--- config.mk ---
export PLATFORM = sky130hd
export DESIGN_NAME = enc_channel_top
export DESIGN_NICKNAME = d
export VERILOG_FILES = /design/src/verilog/enc_pkg.sv /design/src/verilog/enc_quad_decoder.sv /design/src/verilog/enc_period_meter.sv /design/src/verilog/enc_apb_regs.sv /design/src/verilog/enc_channel_top.sv
export SDC_FILE = /design/constraint.sdc
export NUM_CORES = 1
export LEC_CHECK = 0
export ABC_AREA = 0
export BUFFER_PORTS_ARGS = -buffer_cell sky130_fd_sc_hd__buf_4
export CORE_UTILIZATION = 54
export CTS_BUF_LIST = sky130_fd_sc_hd__clkbuf_8 sky130_fd_sc_hd__clkbuf_16
export CTS_CLUSTER_SIZE = 12
export DETAILED_ROUTE_END_ITERATION = 12
export GPL_TIMING_DRIVEN = 1
export PLACE_DENSITY = 0.81
export SLEW_MARGIN = 40
export SYNTH_ARGS = -nofsm -noshare
export SYNTH_HDL_FRONTEND = slang
export SYNTH_SLANG_ARGS = --single-unit
export TNS_END_PERCENT = 10
--- constraint.sdc ---
create_clock -name clk -period 9.2 [get_ports clk]
set_input_delay 0.92 -clock clk [delete_from_list [all_inputs] [get_ports clk]]
set_output_delay 0.92 -clock clk [all_outputs]
set_load 0.005 [all_outputs]
--- src/verilog/enc_pkg.sv ---
`default_nettype none

package enc_pkg;

    // ----------------------------------------------------------
    // widths
    // ----------------------------------------------------------
    localparam int cnt_width = 26;                          // one quarter-cycle count
    localparam logic [cnt_width-1:0] cnt_max = '1;          // saturation value, all ones
    localparam int pos_width = 32;                          // signed position count

    // ----------------------------------------------------------
    // apb register map, word aligned on 8-bit paddr
    // ----------------------------------------------------------
    localparam logic [7:0] reg_position = 8'h00;            // r/w, write presets position
    localparam logic [7:0] reg_period   = 8'h04;            // full-cycle period
    localparam logic [7:0] reg_quarter1 = 8'h08;            // newest quarter
    localparam logic [7:0] reg_quarter5 = 8'h0C;            // oldest quarter
    localparam logic [7:0] reg_t_cur    = 8'h10;            // time since last edge
    localparam logic [7:0] reg_status   = 8'h14;            // bit 0 sticky error, w1c

    // edge strobes, a_up in the msb
    typedef struct packed {
        logic a_up;
        logic b_up;
        logic a_down;
        logic b_down;
    } enc_edge_t;

    // one decoded step from the decoder
    typedef struct packed {
        enc_edge_t edges;
        logic      dir;                                     // 0 when a leads b
        logic      valid;                                   // any edge bit set
    } enc_step_t;

    // quarter queue entry
    typedef struct packed {
        logic                 ovf;
        logic                 dir;
        logic                 err;                          // edge out of sequence
        enc_edge_t            edges;
        logic [cnt_width-1:0] count;
    } enc_qtr_t;

    // full-cycle period from quarters 1..4
    typedef struct packed {
        logic                 ovf;
        logic                 dir;
        logic                 dir_change;
        logic                 err;
        logic                 partial;                      // fewer than four edges seen
        logic [cnt_width-1:0] sum;
    } enc_period_t;

endpackage

`default_nettype wire

--- src/verilog/enc_quad_decoder.sv ---
`timescale 1ns/1ps
`default_nettype none

module enc_quad_decoder
    import enc_pkg::*;
(
    input  logic                        clk,
    input  logic                        rst_n,
    input  logic                        a,              // encoder line a, async
    input  logic                        b,              // encoder line b, async
    input  logic                        preset,         // one-cycle preset strobe
    input  logic        [pos_width-1:0] preset_value,
    output enc_step_t                   step,
    output logic signed [pos_width-1:0] position,
    output logic                        dir
);

    logic [1:0] a_sync;                                 // two-flop synchronizer
    logic [1:0] b_sync;
    logic       a_prev;                                 // last synchronized level
    logic       b_prev;
    enc_edge_t  edge_now;
    enc_edge_t  edge_r;                                 // edge stage, levels now in *_prev
    logic       dir_next;
    logic       dir_q;
    enc_step_t  step_q;
    logic       single_edge;

    // ----------------------------------------------------------
    // synchronizer and edge detect
    // ----------------------------------------------------------
    always_ff @(posedge clk) begin
        a_sync <= {a_sync[0], a};
        b_sync <= {b_sync[0], b};
        a_prev <= a_sync[1];
        b_prev <= b_sync[1];
    end

    assign edge_now.a_up   =  a_sync[1] & ~a_prev;
    assign edge_now.b_up   =  b_sync[1] & ~b_prev;
    assign edge_now.a_down = ~a_sync[1] &  a_prev;
    assign edge_now.b_down = ~b_sync[1] &  b_prev;

    always_ff @(posedge clk) begin
        if (!rst_n) begin
            edge_r <= '0;
        end else begin
            edge_r <= edge_now;
        end
    end

    // direction from the level of the other line at the edge
    // a leads b: a_up with b low, b_up with a high, a_down with b high, b_down with a low
    always_comb begin
        dir_next = dir_q;                               // hold when idle or on a double edge
        if ($countones(edge_r) == 1) begin
            dir_next = (edge_r.a_up   &  b_prev) | (edge_r.b_up   & ~a_prev)
                     | (edge_r.a_down & ~b_prev) | (edge_r.b_down &  a_prev);
        end
    end

    always_ff @(posedge clk) begin
        if (!rst_n) begin
            step_q <= '0;
            dir_q  <= 1'b0;
        end else begin
            step_q.edges <= edge_r;
            step_q.dir   <= dir_next;
            step_q.valid <= |edge_r;
            dir_q        <= dir_next;
        end
    end

    // ----------------------------------------------------------
    // position counter, preset wins over a step
    // ----------------------------------------------------------
    assign single_edge = ($countones(step_q.edges) == 1);   // double edge moves nothing

    always_ff @(posedge clk) begin
        if (!rst_n) begin
            position <= '0;
        end else if (preset) begin
            position <= signed'(preset_value);
        end else if (step_q.valid && single_edge) begin
            position <= step_q.dir ? position - 1 : position + 1;
        end
    end

    assign step = step_q;
    assign dir  = dir_q;

    // strobes stay isolated while the pins change at most every other cycle
    a_no_back_to_back: assert property (@(posedge clk) disable iff (!rst_n)
        step_q.valid |=> !step_q.valid);

endmodule

`default_nettype wire

--- src/verilog/enc_period_meter.sv ---
`timescale 1ns/1ps
`default_nettype none

module enc_period_meter
    import enc_pkg::*;
(
    input  logic        clk,
    input  logic        rst_n,
    input  enc_step_t   step,
    output enc_period_t period,
    output enc_qtr_t    quarter1,
    output enc_qtr_t    quarter5,
    output enc_qtr_t    t_cur
);

    logic [cnt_width-1:0] cnt_q;                        // free-running edge-to-edge counter
    logic                 cnt_ovf;                      // counter reached cnt_max
    logic                 cur_dir;                      // dir of the latest step
    enc_qtr_t             q [1:5];                      // q[1] newest, q[5] oldest
    enc_qtr_t             new_entry;
    enc_edge_t            expect_edge;
    logic [cnt_width+1:0] sum_full;                     // four counts need two extra bits
    logic [3:0]           dirs;
    logic                 sum_ovf;

    // ----------------------------------------------------------
    // sequence check against the previous edge
    // ----------------------------------------------------------
    // dir 0: a_up -> b_up -> a_down -> b_down, rotate right
    // dir 1: a_up -> b_down -> a_down -> b_up, rotate left
    always_comb begin
        if (step.dir) begin
            expect_edge = {q[1].edges[2:0], q[1].edges[3]};
        end else begin
            expect_edge = {q[1].edges[0], q[1].edges[3:1]};
        end
    end

    always_comb begin
        new_entry.ovf   = cnt_ovf;
        new_entry.dir   = step.dir;
        new_entry.err   = (q[1].edges != '0) && (step.edges != expect_edge); // skip on empty q1
        new_entry.edges = step.edges;
        new_entry.count = cnt_q;
    end

    // ----------------------------------------------------------
    // free counter and quarter queue
    // ----------------------------------------------------------
    always_ff @(posedge clk) begin
        if (!rst_n) begin
            cnt_q   <= cnt_max;                         // start saturated
            cnt_ovf <= 1'b1;
            cur_dir <= 1'b0;
            for (int i = 1; i <= 5; i++) begin
                q[i].ovf   <= 1'b1;
                q[i].dir   <= 1'b0;
                q[i].err   <= 1'b0;
                q[i].edges <= '0;                       // empty marker for partial and seq check
                q[i].count <= cnt_max;
            end
        end else if (step.valid) begin
            cnt_q   <= '0;
            cnt_ovf <= 1'b0;
            cur_dir <= step.dir;
            q[1]    <= new_entry;
            for (int i = 2; i <= 5; i++) begin
                q[i] <= q[i-1];
            end
        end else if (cnt_q != cnt_max) begin
            cnt_q <= cnt_q + 1'b1;
        end else begin
            cnt_ovf <= 1'b1;                            // hold at max
        end
    end

    // ----------------------------------------------------------
    // full-cycle period from quarters 1..4
    // ----------------------------------------------------------
    assign sum_full = q[1].count + q[2].count + q[3].count + q[4].count;
    assign sum_ovf  = (sum_full > cnt_max);             // any saturated quarter lands here too
    assign dirs     = {q[1].dir, q[2].dir, q[3].dir, q[4].dir};

    always_comb begin
        period.ovf        = sum_ovf;
        period.dir        = q[1].dir;
        period.dir_change = !((&dirs) || !(|dirs));     // all four must agree
        period.err        = q[1].err | q[2].err | q[3].err | q[4].err;
        period.partial    = (q[4].edges == '0);
        period.sum        = sum_ovf ? cnt_max : sum_full[cnt_width-1:0];
    end

    assign quarter1 = q[1];
    assign quarter5 = q[5];

    // live counter, no edge and no error
    always_comb begin
        t_cur.ovf   = cnt_ovf;
        t_cur.dir   = cur_dir;
        t_cur.err   = 1'b0;
        t_cur.edges = '0;
        t_cur.count = cnt_q;
    end

    // saturated counter holds rather than wrapping
    a_cnt_saturates: assert property (@(posedge clk) disable iff (!rst_n)
        (cnt_q == cnt_max && !step.valid) |=> (cnt_q == cnt_max && cnt_ovf));

    // queue moves only on a decoder strobe
    a_shift_on_step: assert property (@(posedge clk) disable iff (!rst_n)
        !$stable(q[2]) |-> $past(step.valid));

endmodule

`default_nettype wire

--- src/verilog/enc_apb_regs.sv ---
`timescale 1ns/1ps
`default_nettype none

module enc_apb_regs
    import enc_pkg::*;
(
    input  logic                        clk,
    input  logic                        rst_n,
    input  logic                        psel,
    input  logic                        penable,
    input  logic                        pwrite,
    input  logic                  [7:0] paddr,
    input  logic                 [31:0] pwdata,
    output logic                 [31:0] prdata,
    output logic                        pready,
    output logic                        pslverr,
    input  enc_step_t                   step,
    input  logic signed [pos_width-1:0] position,
    input  enc_period_t                 period,
    input  enc_qtr_t                    quarter1,
    input  enc_qtr_t                    quarter5,
    input  enc_qtr_t                    t_cur,
    output logic                        preset,
    output logic        [pos_width-1:0] preset_value
);

    logic access;                                       // apb access phase
    logic pready_q;                                     // armed in setup phase
    logic addr_ok;
    logic addr_ro;
    logic wr_en;                                        // accepted write
    logic err_sticky;
    logic preset_q;
    logic [pos_width-1:0] preset_value_q;

    // quarter word: ovf, dir, edge mask, count
    function automatic logic [31:0] pack_qtr(enc_qtr_t e);
        return {e.ovf, e.dir, e.edges, e.count};
    endfunction

    // ----------------------------------------------------------
    // apb handshake, no wait states
    // ----------------------------------------------------------
    assign access = psel & penable;

    always_ff @(posedge clk) begin
        if (!rst_n) begin
            pready_q <= 1'b0;
        end else begin
            pready_q <= psel & ~penable;                // high for the following access phase
        end
    end

    assign pready = pready_q;

    always_comb begin
        addr_ok = 1'b1;
        addr_ro = 1'b1;
        case (paddr)
            reg_position, reg_status: addr_ro = 1'b0;
            reg_period, reg_quarter1, reg_quarter5, reg_t_cur: addr_ro = 1'b1;
            default: addr_ok = 1'b0;                    // unmapped
        endcase
    end

    assign pslverr = pready_q & (~addr_ok | (pwrite & addr_ro));
    assign wr_en   = access & pwrite & addr_ok & ~addr_ro;   // bad writes change nothing

    // ----------------------------------------------------------
    // preset strobe and sticky status
    // ----------------------------------------------------------
    always_ff @(posedge clk) begin
        if (!rst_n) begin
            preset_q   <= 1'b0;
            err_sticky <= 1'b0;
        end else begin
            preset_q <= wr_en && (paddr == reg_position);
            if (step.valid && $countones(step.edges) > 1) begin
                err_sticky <= 1'b1;                     // both lines moved together
            end else if (wr_en && (paddr == reg_status) && pwdata[0]) begin
                err_sticky <= 1'b0;                     // write 1 to clear
            end
        end
    end

    always_ff @(posedge clk) begin
        if (wr_en && (paddr == reg_position)) begin
            preset_value_q <= pwdata;
        end
    end

    assign preset       = preset_q;
    assign preset_value = preset_value_q;

    // live read mux
    always_comb begin
        case (paddr)
            reg_position: prdata = unsigned'(position);
            reg_period:   prdata = {period.ovf, period.dir, period.dir_change, period.err,
                                    period.partial, 1'b0, period.sum};
            reg_quarter1: prdata = pack_qtr(quarter1);
            reg_quarter5: prdata = pack_qtr(quarter5);
            reg_t_cur:    prdata = pack_qtr(t_cur);
            reg_status:   prdata = {31'b0, err_sticky};
            default:      prdata = '0;
        endcase
    end

    // ready only inside a proper access phase from the master
    a_pready_in_access: assert property (@(posedge clk) disable iff (!rst_n)
        pready |-> (psel && penable));

endmodule

`default_nettype wire

--- src/verilog/enc_channel_top.sv ---
`timescale 1ns/1ps
`default_nettype none

module enc_channel_top
    import enc_pkg::*;
(
    input  logic        clk,
    input  logic        rst_n,
    input  logic        a,
    input  logic        b,
    input  logic        psel,
    input  logic        penable,
    input  logic        pwrite,
    input  logic  [7:0] paddr,
    input  logic [31:0] pwdata,
    output logic [31:0] prdata,
    output logic        pready,
    output logic        pslverr
);

    enc_step_t                   step;                  // decoder strobe to meter and regs
    enc_period_t                 period;
    enc_qtr_t                    quarter1;
    enc_qtr_t                    quarter5;
    enc_qtr_t                    t_cur;
    logic signed [pos_width-1:0] position;
    logic                        preset;
    logic        [pos_width-1:0] preset_value;

    // ----------------------------------------------------------
    // decoder, meter, register block
    // ----------------------------------------------------------
    enc_quad_decoder u_decoder (
        .clk, .rst_n, .a, .b,
        .preset, .preset_value,
        .step, .position,
        .dir          ()                                // meter keeps its own copy from step
    );

    enc_period_meter u_meter (
        .clk, .rst_n, .step,
        .period, .quarter1, .quarter5, .t_cur
    );

    enc_apb_regs u_regs (
        .clk, .rst_n,
        .psel, .penable, .pwrite, .paddr, .pwdata,
        .prdata, .pready, .pslverr,
        .step, .position, .period, .quarter1, .quarter5, .t_cur,
        .preset, .preset_value
    );

endmodule

`default_nettype wire

==> implementation parameters, run 1 <==
Parameter                              Value

Cells and area
  Fin nets ... 1,821
  Finished layout cell area ... 18,260 um2
  Final non-filler cell total ... 2,067
  Final core occ ... 61.43%
  Number of fill cells in the layout ... 2,393
  Share of layout cells above drive strength 1 ... 15.57%
  Synthesis-to-layout area growth ... 11.84%

Worst setup path
  Slowest-stage cell, CP ... fa_1
  Startpoint class of the critical path ... flip-flop
  CP Max Fanout ... 15
  Crit Path Class ... reg2out
  Critical path required time ... 8.28 ns
  Largest incremental delay on the critical path ... 0.50 ns
  Type of element capturing the critical path ... output pin
  Most numerous cell on the critical path ... o21ai_0
  Crit path DAT ... 6.57 ns

Drt
  Overall via count from detail_route ... 12,610
  Number of DRC violations after detailed-routing iteration 0 ... 1,561
  Post-DR wirelength/cell ... 19.45 um
  Number of iterations in the first detailed-routing pass ... 6
  Number of nets with antenna violations after routing ... 0
  Top routing layer in use ... met4
  Remaining DRCs ... 0
  Total length of routed wires ... 40,190 um
  Routed length on met1 ... 17,290 um
  Number of vias per cell after detailed routing ... 6.099
  Met2 Wirelength ... 18,290 um
  DR WL met3 ... 3558 um

Clocking
  Count of cells resized by post-cts repair ... 0
  CTS tree ... yes
  TritonCTS sink count ... 275
  Total setup buffers inserted after CTS ... 0
  Maximum level of the CTS H-tree ... 1
  Root Buffer ... clkbuf_16
  Cts hold-fix bufs ... 0
  Cts bufs inserted ... 30
  Clock-pin slew of the registers on the worst-case setup and hold paths ... 0.06 ns
  Worst skew pair latency ... 0.58 ns
  Deepest clock path buffer count ... 3

Yosys
  Simple-Gate Fraction of Synth Area ... 16.13%
  Dominant cells by area after synthesis ... edfxtp_1 36%, dfxtp_1 9.7%, ha_1 7.0%
  Ranking of synthesized cells by instance count ... 196 x edfxtp_1, 126 x inv_1, 99 x nand2_1, 92 x nand3_1, 91 x ha_1
  Area of the mapped netlist ... 16,320 um2
  XOR/XNOR share of the synthesized area ... 4.668%
  Top-count cell post-synth ... edfxtp_1
  Share of cell area taken by muxes after synthesis ... 1.510%
  Dominant synthesized flop cell ... edfxtp_1
  Number of flops mapped to enable cells by yosys ... 196
  Synth Area in Adders ... 10.78%
  Distinct cell type count of the synthesized netlist ... 74
  Post-synthesis net count ... 1,762
  Synthesis-stage register bit count ... 275
  Compound-cell area share of the yosys netlist ... 16.56%
  Area share of the largest cell type after synthesis ... 36.06%
  Post-synthesis sequential area ratio ... 45.75%
  Synth Warn # ... 0
  Cell count after synthesis ... 1,593
  Combinational family with the most area after synthesis ... compound AO/OA/AOI/OAI gates
  FFs w/ async S/R, synth ... 0%
  Post-synthesis average cell area ... 10.25 um2
  Yosys top cell by area ... edfxtp_1

Timing
  Period minus WS final ... 7.491 ns
  Hold violation total from the final report ... 0
  RSZ-0062 raised after global routing ... false
  Worst rel slew slack ... 49.10%
  Final period utilization ... 81.43%
  Maximum clock rate ... 0.1335 GHz
  Worst slew pin tran ... 0.7635 ns
  Smallest setup slack after layout ... 1.709 ns
  Final count of pins violating max slew ... 0
  Final Setup Violations ... 0
  Max Clock Skew ... 0.03475 ns
  Final setup TNS ... 0 ns

Floorplanning
  Core Rows ... 63
  Placeable core region ... 29,720 um2
  Die Span X ... 175.9 um
  Total I/O pin count ... 81
  DIE HEIGHT ... 175.9 um
  Initial cell density of the core ... 54.92%
  Area enclosed by the die boundary ... 30,930 um2

Placement
  # port buffers ... 80
  Placed Cells ... 2,010
  Placer's final routability congestion estimate ... 0.9082
  Instance area after placement ... 17,300 um2
  Placement Setup Slack ... 1.777 ns
  DP Wirelength ... 28,400 um

Power and ir drop
  Peak supply drop ... 0.0001544 V
  Leakage Power ... 7.142 nW
  Power per cell area ... 156.3 nW/um2

Worst hold path
  Worst hold-check path type ... reg2reg

Global routing
  Total GRT Usage ... 26.32%
  Remaining Overflow, GRT ... 0
  First-pass GRT wire length ... 64,240 um
  Number of global-route vias before repair ... 12,200
  Initial antenna violation count ... 1
  Maximum number of pins on one net before global-route repair ... 89

Run status
  Status ... completed

Job
  Max-cap viol count ... 0
area by class of cell:
type	count	area, um2	area share [%]
inverters	127	476.7	2.611
repair buffers	99	747.0	4.092
flip-flops and latches	275	7468	40.91
multi-input cells	1119	8128	44.52
clock inverters	21	125.1	0.6854
clock buffers	35	819.5	4.489
diodes	1	2.502	0.01371
well taps	390	488.0	2.673
kinds of logic after synthesis:
kind of cell | Yosys count
AND/OR/NAND/NOR | 501
AO/OA/AOI/OAI | 392
flip-flops | 275
buffers and inverters | 199
adder cells (fa/ha/maj) | 122
XOR/XNOR | 87
multiplexers | 17
layout by cell type, fill, tap and decap left out, drive strengths merged, types with 5 or more instances in the layout:
| master | count |
|---|---|
| edfxtp | 196 |
| inv | 139 |
| buf | 99 |
| nand2 | 99 |
| o21ai | 97 |
| nand3 | 92 |
| ha | 91 |
| a21oi | 88 |
| or2 | 85 |
| dfxtp | 79 |
| nor2 | 67 |
| and3 | 48 |
| xor2 | 46 |
| xnor2 | 41 |
| a21o | 38 |
| clkbuf | 35 |
| fa | 31 |
| nor2b | 20 |
| o211ai | 20 |
| nor3 | 20 |
| a222oi | 19 |
| a211oi | 19 |
| nand4 | 17 |
| o211a | 16 |
| nand2b | 15 |
| and2 | 13 |
| o21a | 11 |
| o21bai | 10 |
| mux2i | 10 |
| a21boi | 9 |
| a31oi | 8 |
| clkinv | 8 |
| a22oi | 7 |
| or3 | 7 |
| mux4 | 6 |
| o311ai | 6 |
| a22o | 5 |
| o31ai | 5 |
state kept, by name, indices dropped and copies added, names as in the netlist:
register,count
u_decoder.b_sync,2
u_regs.preset,1
u_decoder.edge_r,4
u_decoder.dir,1
u_decoder.b_prev,1
u_meter.cnt_ovf,1
u_meter.q,164
u_regs.err_sticky,1
u_meter.cnt_q,26
u_decoder.a_sync,2
u_regs.pready,1
u_decoder.a_prev,1
u_decoder.position,32
u_decoder.step,5
u_meter.cur_dir,1
u_regs.preset_value,32
per-layer routing:
| metal | GRT usage [%] | vias to the layer above |
|---|---|---|
| met3 | 5.108 | 80 |
| met4 | 7.681 | 0 |
| met5 | 0 | - |
| met1 | 37.12 | 6043 |
| met2 | 41.11 | 568 |
| li1 | - | 5916 |
stage by stage:
step	power, mW	hold WS [ns]
finish	2.853	0.3251
global route	2.946	0.3292
CTS	2.863	0.3278
detailed placement	1.737	0.3157
global placement	1.723	0.3112
floorplan	1.653	0.3096
critical path, delay by kind of cell, from the launching register on:
family	cells	cell delay (ns)
buf+inv	3	0.27
xor+xnor	1	0.19
fa+ha+maj	4	1.47
compound gates	11	2.34
simple gates	6	1.33
flops	1	0.38
worst paths after layout:
kind | slack [ns] | depth (start not counted) | from | to
setup / recovery | 1.71 | 25 | u_meter.q[0][33] | prdata[31]
hold / removal | 0.33 | 0 | u_decoder.a_sync[0] | u_decoder.a_sync[1]
setup reg to reg | 5.41 | 12 | u_decoder.dir | u_decoder.position[30]
hold reg to reg | 0.33 | 0 | u_decoder.a_sync[0] | u_decoder.a_sync[1]
report_power, final:
group | internal [mW] | leakage, nW | switching [mW] | total (mW)
registers | 1.36 | 2.20 | 0.0444 | 1.41
clock network | 0.634 | 0.509 | 0.499 | 1.13
logic | 0.123 | 4.43 | 0.188 | 0.311
total | 2.12 | 7.14 | 0.731 | 2.85
Power figures use the tool's default switching activity.
==> run 2, diff against run 1 <==
--- a/config.mk
+++ b/config.mk
@@ -5,14 +5,14 @@
 export SDC_FILE = /design/constraint.sdc
 export NUM_CORES = 1
 export LEC_CHECK = 0
-export ABC_AREA = 0
+export ABC_AREA = 1
 export BUFFER_PORTS_ARGS = -buffer_cell sky130_fd_sc_hd__buf_4
 export CORE_UTILIZATION = 54
 export CTS_BUF_LIST = sky130_fd_sc_hd__clkbuf_8 sky130_fd_sc_hd__clkbuf_16
 export CTS_CLUSTER_SIZE = 12
 export DETAILED_ROUTE_END_ITERATION = 12
 export GPL_TIMING_DRIVEN = 1
-export PLACE_DENSITY = 0.81
+export PLACE_DENSITY = 0.83
 export SLEW_MARGIN = 40
 export SYNTH_ARGS = -nofsm -noshare
 export SYNTH_HDL_FRONTEND = slang
==> constraint.sdc (replaced) <==
create_clock -name clk -period 6.84 [get_ports clk]
set_input_delay 0.684 -clock clk [delete_from_list [all_inputs] [get_ports clk]]
set_output_delay 0.684 -clock clk [all_outputs]
set_load 0.005 [all_outputs]
==> run 2 against run 1 <==
  * Synthesized area grew 10%
  * Critical endpoint is now prdata[18]
  * Global-route usage grew 4.3 points
  * Sequential power grew 33%
  * Count of clock-buffer cells in the layout shrank 1
  * Worst hold slack lost 0.083 ns
  * Setup slack lost 0.78 ns
==> implementation parameters, run 2 <==
Parameter                              Value

Global routing
  First-pass GRT wire length ... 80,400 um (+25%)
  Number of global-route vias before repair ... 15,290 (+25%)
  Maximum number of pins on one net before global-route repair ... 81 (-9.0%)
  Total GRT Usage ... 30.58% (+4.3 points)
  Initial antenna violation count ... 0 (-1)
  Remaining Overflow, GRT ... 0 (unchanged)

Worst setup path
  Total buffers and inverters traversed by the critical path ... 3 (unchanged)
  Worst R2R Start ... u_decoder.step[0]
  Count of cells along the worst register-to-register path ... 3 (-9)
  Crit Path Class ... reg2out
  Slowest-stage cell, CP ... fa_1
  Type of element capturing the critical path ... output pin
  Startpoint class of the critical path ... flip-flop
  Largest delay share family, worst path ... simple AND/OR/NAND/NOR gates
  Setup crit start ... u_meter.q[0][33]
  Crit path DAT ... 5.23 ns (-1.34 ns)
  Most numerous cell on the critical path ... nand2_1
  Critical path required time ... 6.16 ns (-2.12 ns)
  Critical register-to-register path endpoint ... u_meter.q[0][35]
  Largest incremental delay on the critical path ... 0.48 ns (-0.02 ns)
  CP Max Fanout ... 27 (+12)
  Setup slack on the worst flop-to-flop path ... 3.40 ns (-2.01 ns)

Power and ir drop
  Leakage Power ... 8.904 nW (+25%)
  Total design power ... 3.850 mW (+35%)
  Power per cell area ... 192.7 nW/um2 (+23%)
  Peak supply drop ... 0.0001886 V (+22%)

Timing
  Final setup TNS ... 0 ns (unchanged)
  Worst slew pin tran ... 0.8293 ns (+0.06586 ns)
  Hold violation total from the final report ... 0 (unchanged)
  Final period utilization ... 86.47%
  Final Setup Violations ... 0 (unchanged)
  Maximum clock rate ... 0.1691 GHz
  Worst rel slew slack ... 44.37% (-4.7 points)
  Final count of pins violating max slew ... 0 (unchanged)
  Max Clock Skew ... 0.02890 ns (-0.005844 ns)
  RSZ-0062 raised after global routing ... false
  Hold_ws ... 0.2423 ns (-0.08281 ns)
  Period minus WS final ... 5.915 ns

Clocking
  Clock-pin slew of the registers on the worst-case setup and hold paths ... 0.06 ns (about the same)
  Count of cells resized by post-cts repair ... 0 (unchanged)
  Worst skew pair latency ... 0.57 ns (about the same)
  Total setup buffers inserted after CTS ... 0 (unchanged)
  Root Buffer ... clkbuf_16
  Cts hold-fix bufs ... 0 (unchanged)
  CTS tree ... yes
  Cts bufs inserted ... 29 (-3.3%)
  Maximum level of the CTS H-tree ... 1 (unchanged)
  Deepest clock path buffer count ... 3 (unchanged)
  TritonCTS sink count ... 275 (unchanged)

Yosys
  Area share of the largest cell type after synthesis ... 32.66% (-3.4 points)
  Distinct cell type count of the synthesized netlist ... 57 (-23%)
  FFs w/ async S/R, synth ... 0% (unchanged)
  Post-synthesis sequential area ratio ... 41.44% (-4.3 points)
  Simple-Gate Fraction of Synth Area ... 26.54% (+10 points)
  Top-count cell post-synth ... nand2_1
  Yosys top cell by area ... edfxtp_1
  Post-synthesis average cell area ... 7.717 um2 (-25%)
  XOR/XNOR share of the synthesized area ... 1.847% (-2.8 points)
  Area of the mapped netlist ... 18,020 um2 (+10%)
  Compound-cell area share of the yosys netlist ... 10.17% (-6.4 points)
  Share of cell area taken by muxes after synthesis ... 0% (-1.5 points)
  Dominant cells by area after synthesis ... edfxtp_1 33%, nand2_1 13%, dfxtp_1 8.8%
  Number of flops mapped to enable cells by yosys ... 196 (unchanged)
  Combinational family with the most area after synthesis ... simple AND/OR/NAND/NOR gates
  Dominant synthesized flop cell ... edfxtp_1
  Ranking of synthesized cells by instance count ... 625 x nand2_1, 412 x inv_1, 196 x edfxtp_1, 173 x nor2_1, 144 x nand3_1
  Synthesis-stage register bit count ... 275 (unchanged)
  Synth Area in Adders ... 9.763% (-1.0 points)
  Synth Warn # ... 0 (unchanged)
  Post-synthesis net count ... 2,504 (+42%)
  Cell count after synthesis ... 2,335 (+47%)

Floorplanning
  Area enclosed by the die boundary ... 34,100 um2 (+10%)
  Total I/O pin count ... 81 (unchanged)
  Initial cell density of the core ... 55.10% (+0.18 points)
  Core Rows ... 66 (+4.8%)
  Die Span X ... 184.7 um (+5.0%)
  Placeable core region ... 32,700 um2 (+10%)
  DIE HEIGHT ... 184.7 um (+5.0%)

Worst hold path
  Worst hold start ... b
  Worst Hold Path Cells ... 1 (+1)
  Endpoint, Worst Hold ... u_decoder.b_sync[0]
  Worst hold-check path type ... in2reg

Drt
  Number of nets with antenna violations after routing ... 0 (unchanged)
  Remaining DRCs ... 0 (unchanged)
  Total length of routed wires ... 51,510 um (+28%)
  Number of vias per cell after detailed routing ... 5.584 (-8.4%)
  Post-DR wirelength/cell ... 17.95 um (-7.7%)
  Number of DRC violations after detailed-routing iteration 0 ... 1,517 (-2.8%)
  Overall via count from detail_route ... 16,030 (+27%)
  Number of iterations in the first detailed-routing pass ... 6 (unchanged)

Cells and area
  Number of fill cells in the layout ... 2,944 (+23%)
  Synthesis-to-layout area growth ... 10.86%
  Fin nets ... 2,574 (+41%)
  Finished layout cell area ... 19,980 um2 (+9.4%)
  Most common cell after layout, fill and taps aside ... nand2_1
  Top library cells by usage in the layout, fill and taps aside ... 622 x nand2_1, 421 x inv_1, 196 x edfxtp_1
  Count of antenna diodes in the layout ... 0 (-1)
  Flip-flop count of the largest register after layout ... 164 (unchanged)
  Share of layout cells above drive strength 1 ... 9.885% (-5.7 points)
  Top reg by flops ... u_meter.q

Run status
  Status ... completed

Placement
  Instance area after placement ... 19,070 um2 (+10%)
  Placer's final routability congestion estimate ... 1.046 (+15%)
  # port buffers ... 80 (unchanged)
  DP Wirelength ... 39,280 um (+38%)

Job
  Max-cap viol count ... 0 (unchanged)
## run 2: cell count changes after synthesis, moves of 27 or more
| cell | delta |
|---|---|
| nand2_1 | +526 |
| inv_1 | +286 |
| nor2_1 | +106 |
| nand3_1 | +52 |
| and3_1 | -48 |
| a21oi_1 | +42 |
| or2_2 | -37 |
| a21o_1 | -31 |
| clkbuf_1 | -31 |
| xnor2_1 | -27 |
## run 2: cell families (layout without fill, tap and decap cells)
logic type	Yosys count	in the layout
AND/OR/NAND/NOR	1107	1107
buffers and inverters	477	570
XOR/XNOR	38	38
adder cells (fa/ha/maj)	122	122
flip-flops	275	275
AO/OA/AOI/OAI	316	316
## run 2: worst max-delay path by stage
| stage | endpoint | slack [ns] | cells past startpoint |
|---|---|---|---|
| floorplan | u_meter.q[0][100] | 1.40 | 4 |
| global placement | prdata[1] | 1.62 | 25 |
| detailed placement | prdata[18] | 1.54 | 25 |
| CTS | prdata[18] | 0.92 | 25 |
| global route | prdata[6] | 0.60 | 25 |
| finish | prdata[18] | 0.93 | 25 |
## run 2: where the power goes
part	switching, mW	leakage, nW	internal, mW	total (mW)
registers	0.0403	2.20	1.83	1.87
clock network	0.651	0.493	0.857	1.51
logic	0.322	6.21	0.149	0.470
## run 2: cell type report
class / count / area [um2] / share of cell area, %
clock buffers: 34 / 794.5 / 3.977
clock inverters: 20 / 112.6 / 0.5637
inverters: 421 / 1580 / 7.911
multi-input cells: 1583 / 8735 / 43.73
flip-flops and latches: 275 / 7467 / 37.38
well taps: 442 / 553.0 / 2.769
repair buffers: 95 / 733.2 / 3.671
## run 2: worst register-to-register path, stage by stage (launching register included)
cell and delay [ns]:
dfxtp_1 0.76, clkinv_1 0.88, nand2_8 0.79, buf_4 0.63
## run 2: metal layers
| layer | global-route usage, % | share of wire (%) | vias to the layer above |
|---|---|---|---|
| met4 | 11.47 | 3.9 | 0 |
| met1 | 39.78 | 41 | 7473 |
| met2 | 52.45 | 48 | 694 |
| met3 | 3.240 | 7.7 | 136 |
| met5 | 0 | 0 | - |
| li1 | - | - | 7723 |
## run 2: metrics by stage
stage	utilization, %	setup slack, ns	std cells
2_1_floorplan	-	1.398	2335
3_3_place_gp	58.19	1.624	2815
3_5_place_dp	58.30	1.537	2816
4_1_cts	61.08	0.9204	2870
5_1_grt	61.08	0.6005	2870
6_report	61.08	0.9253	2870
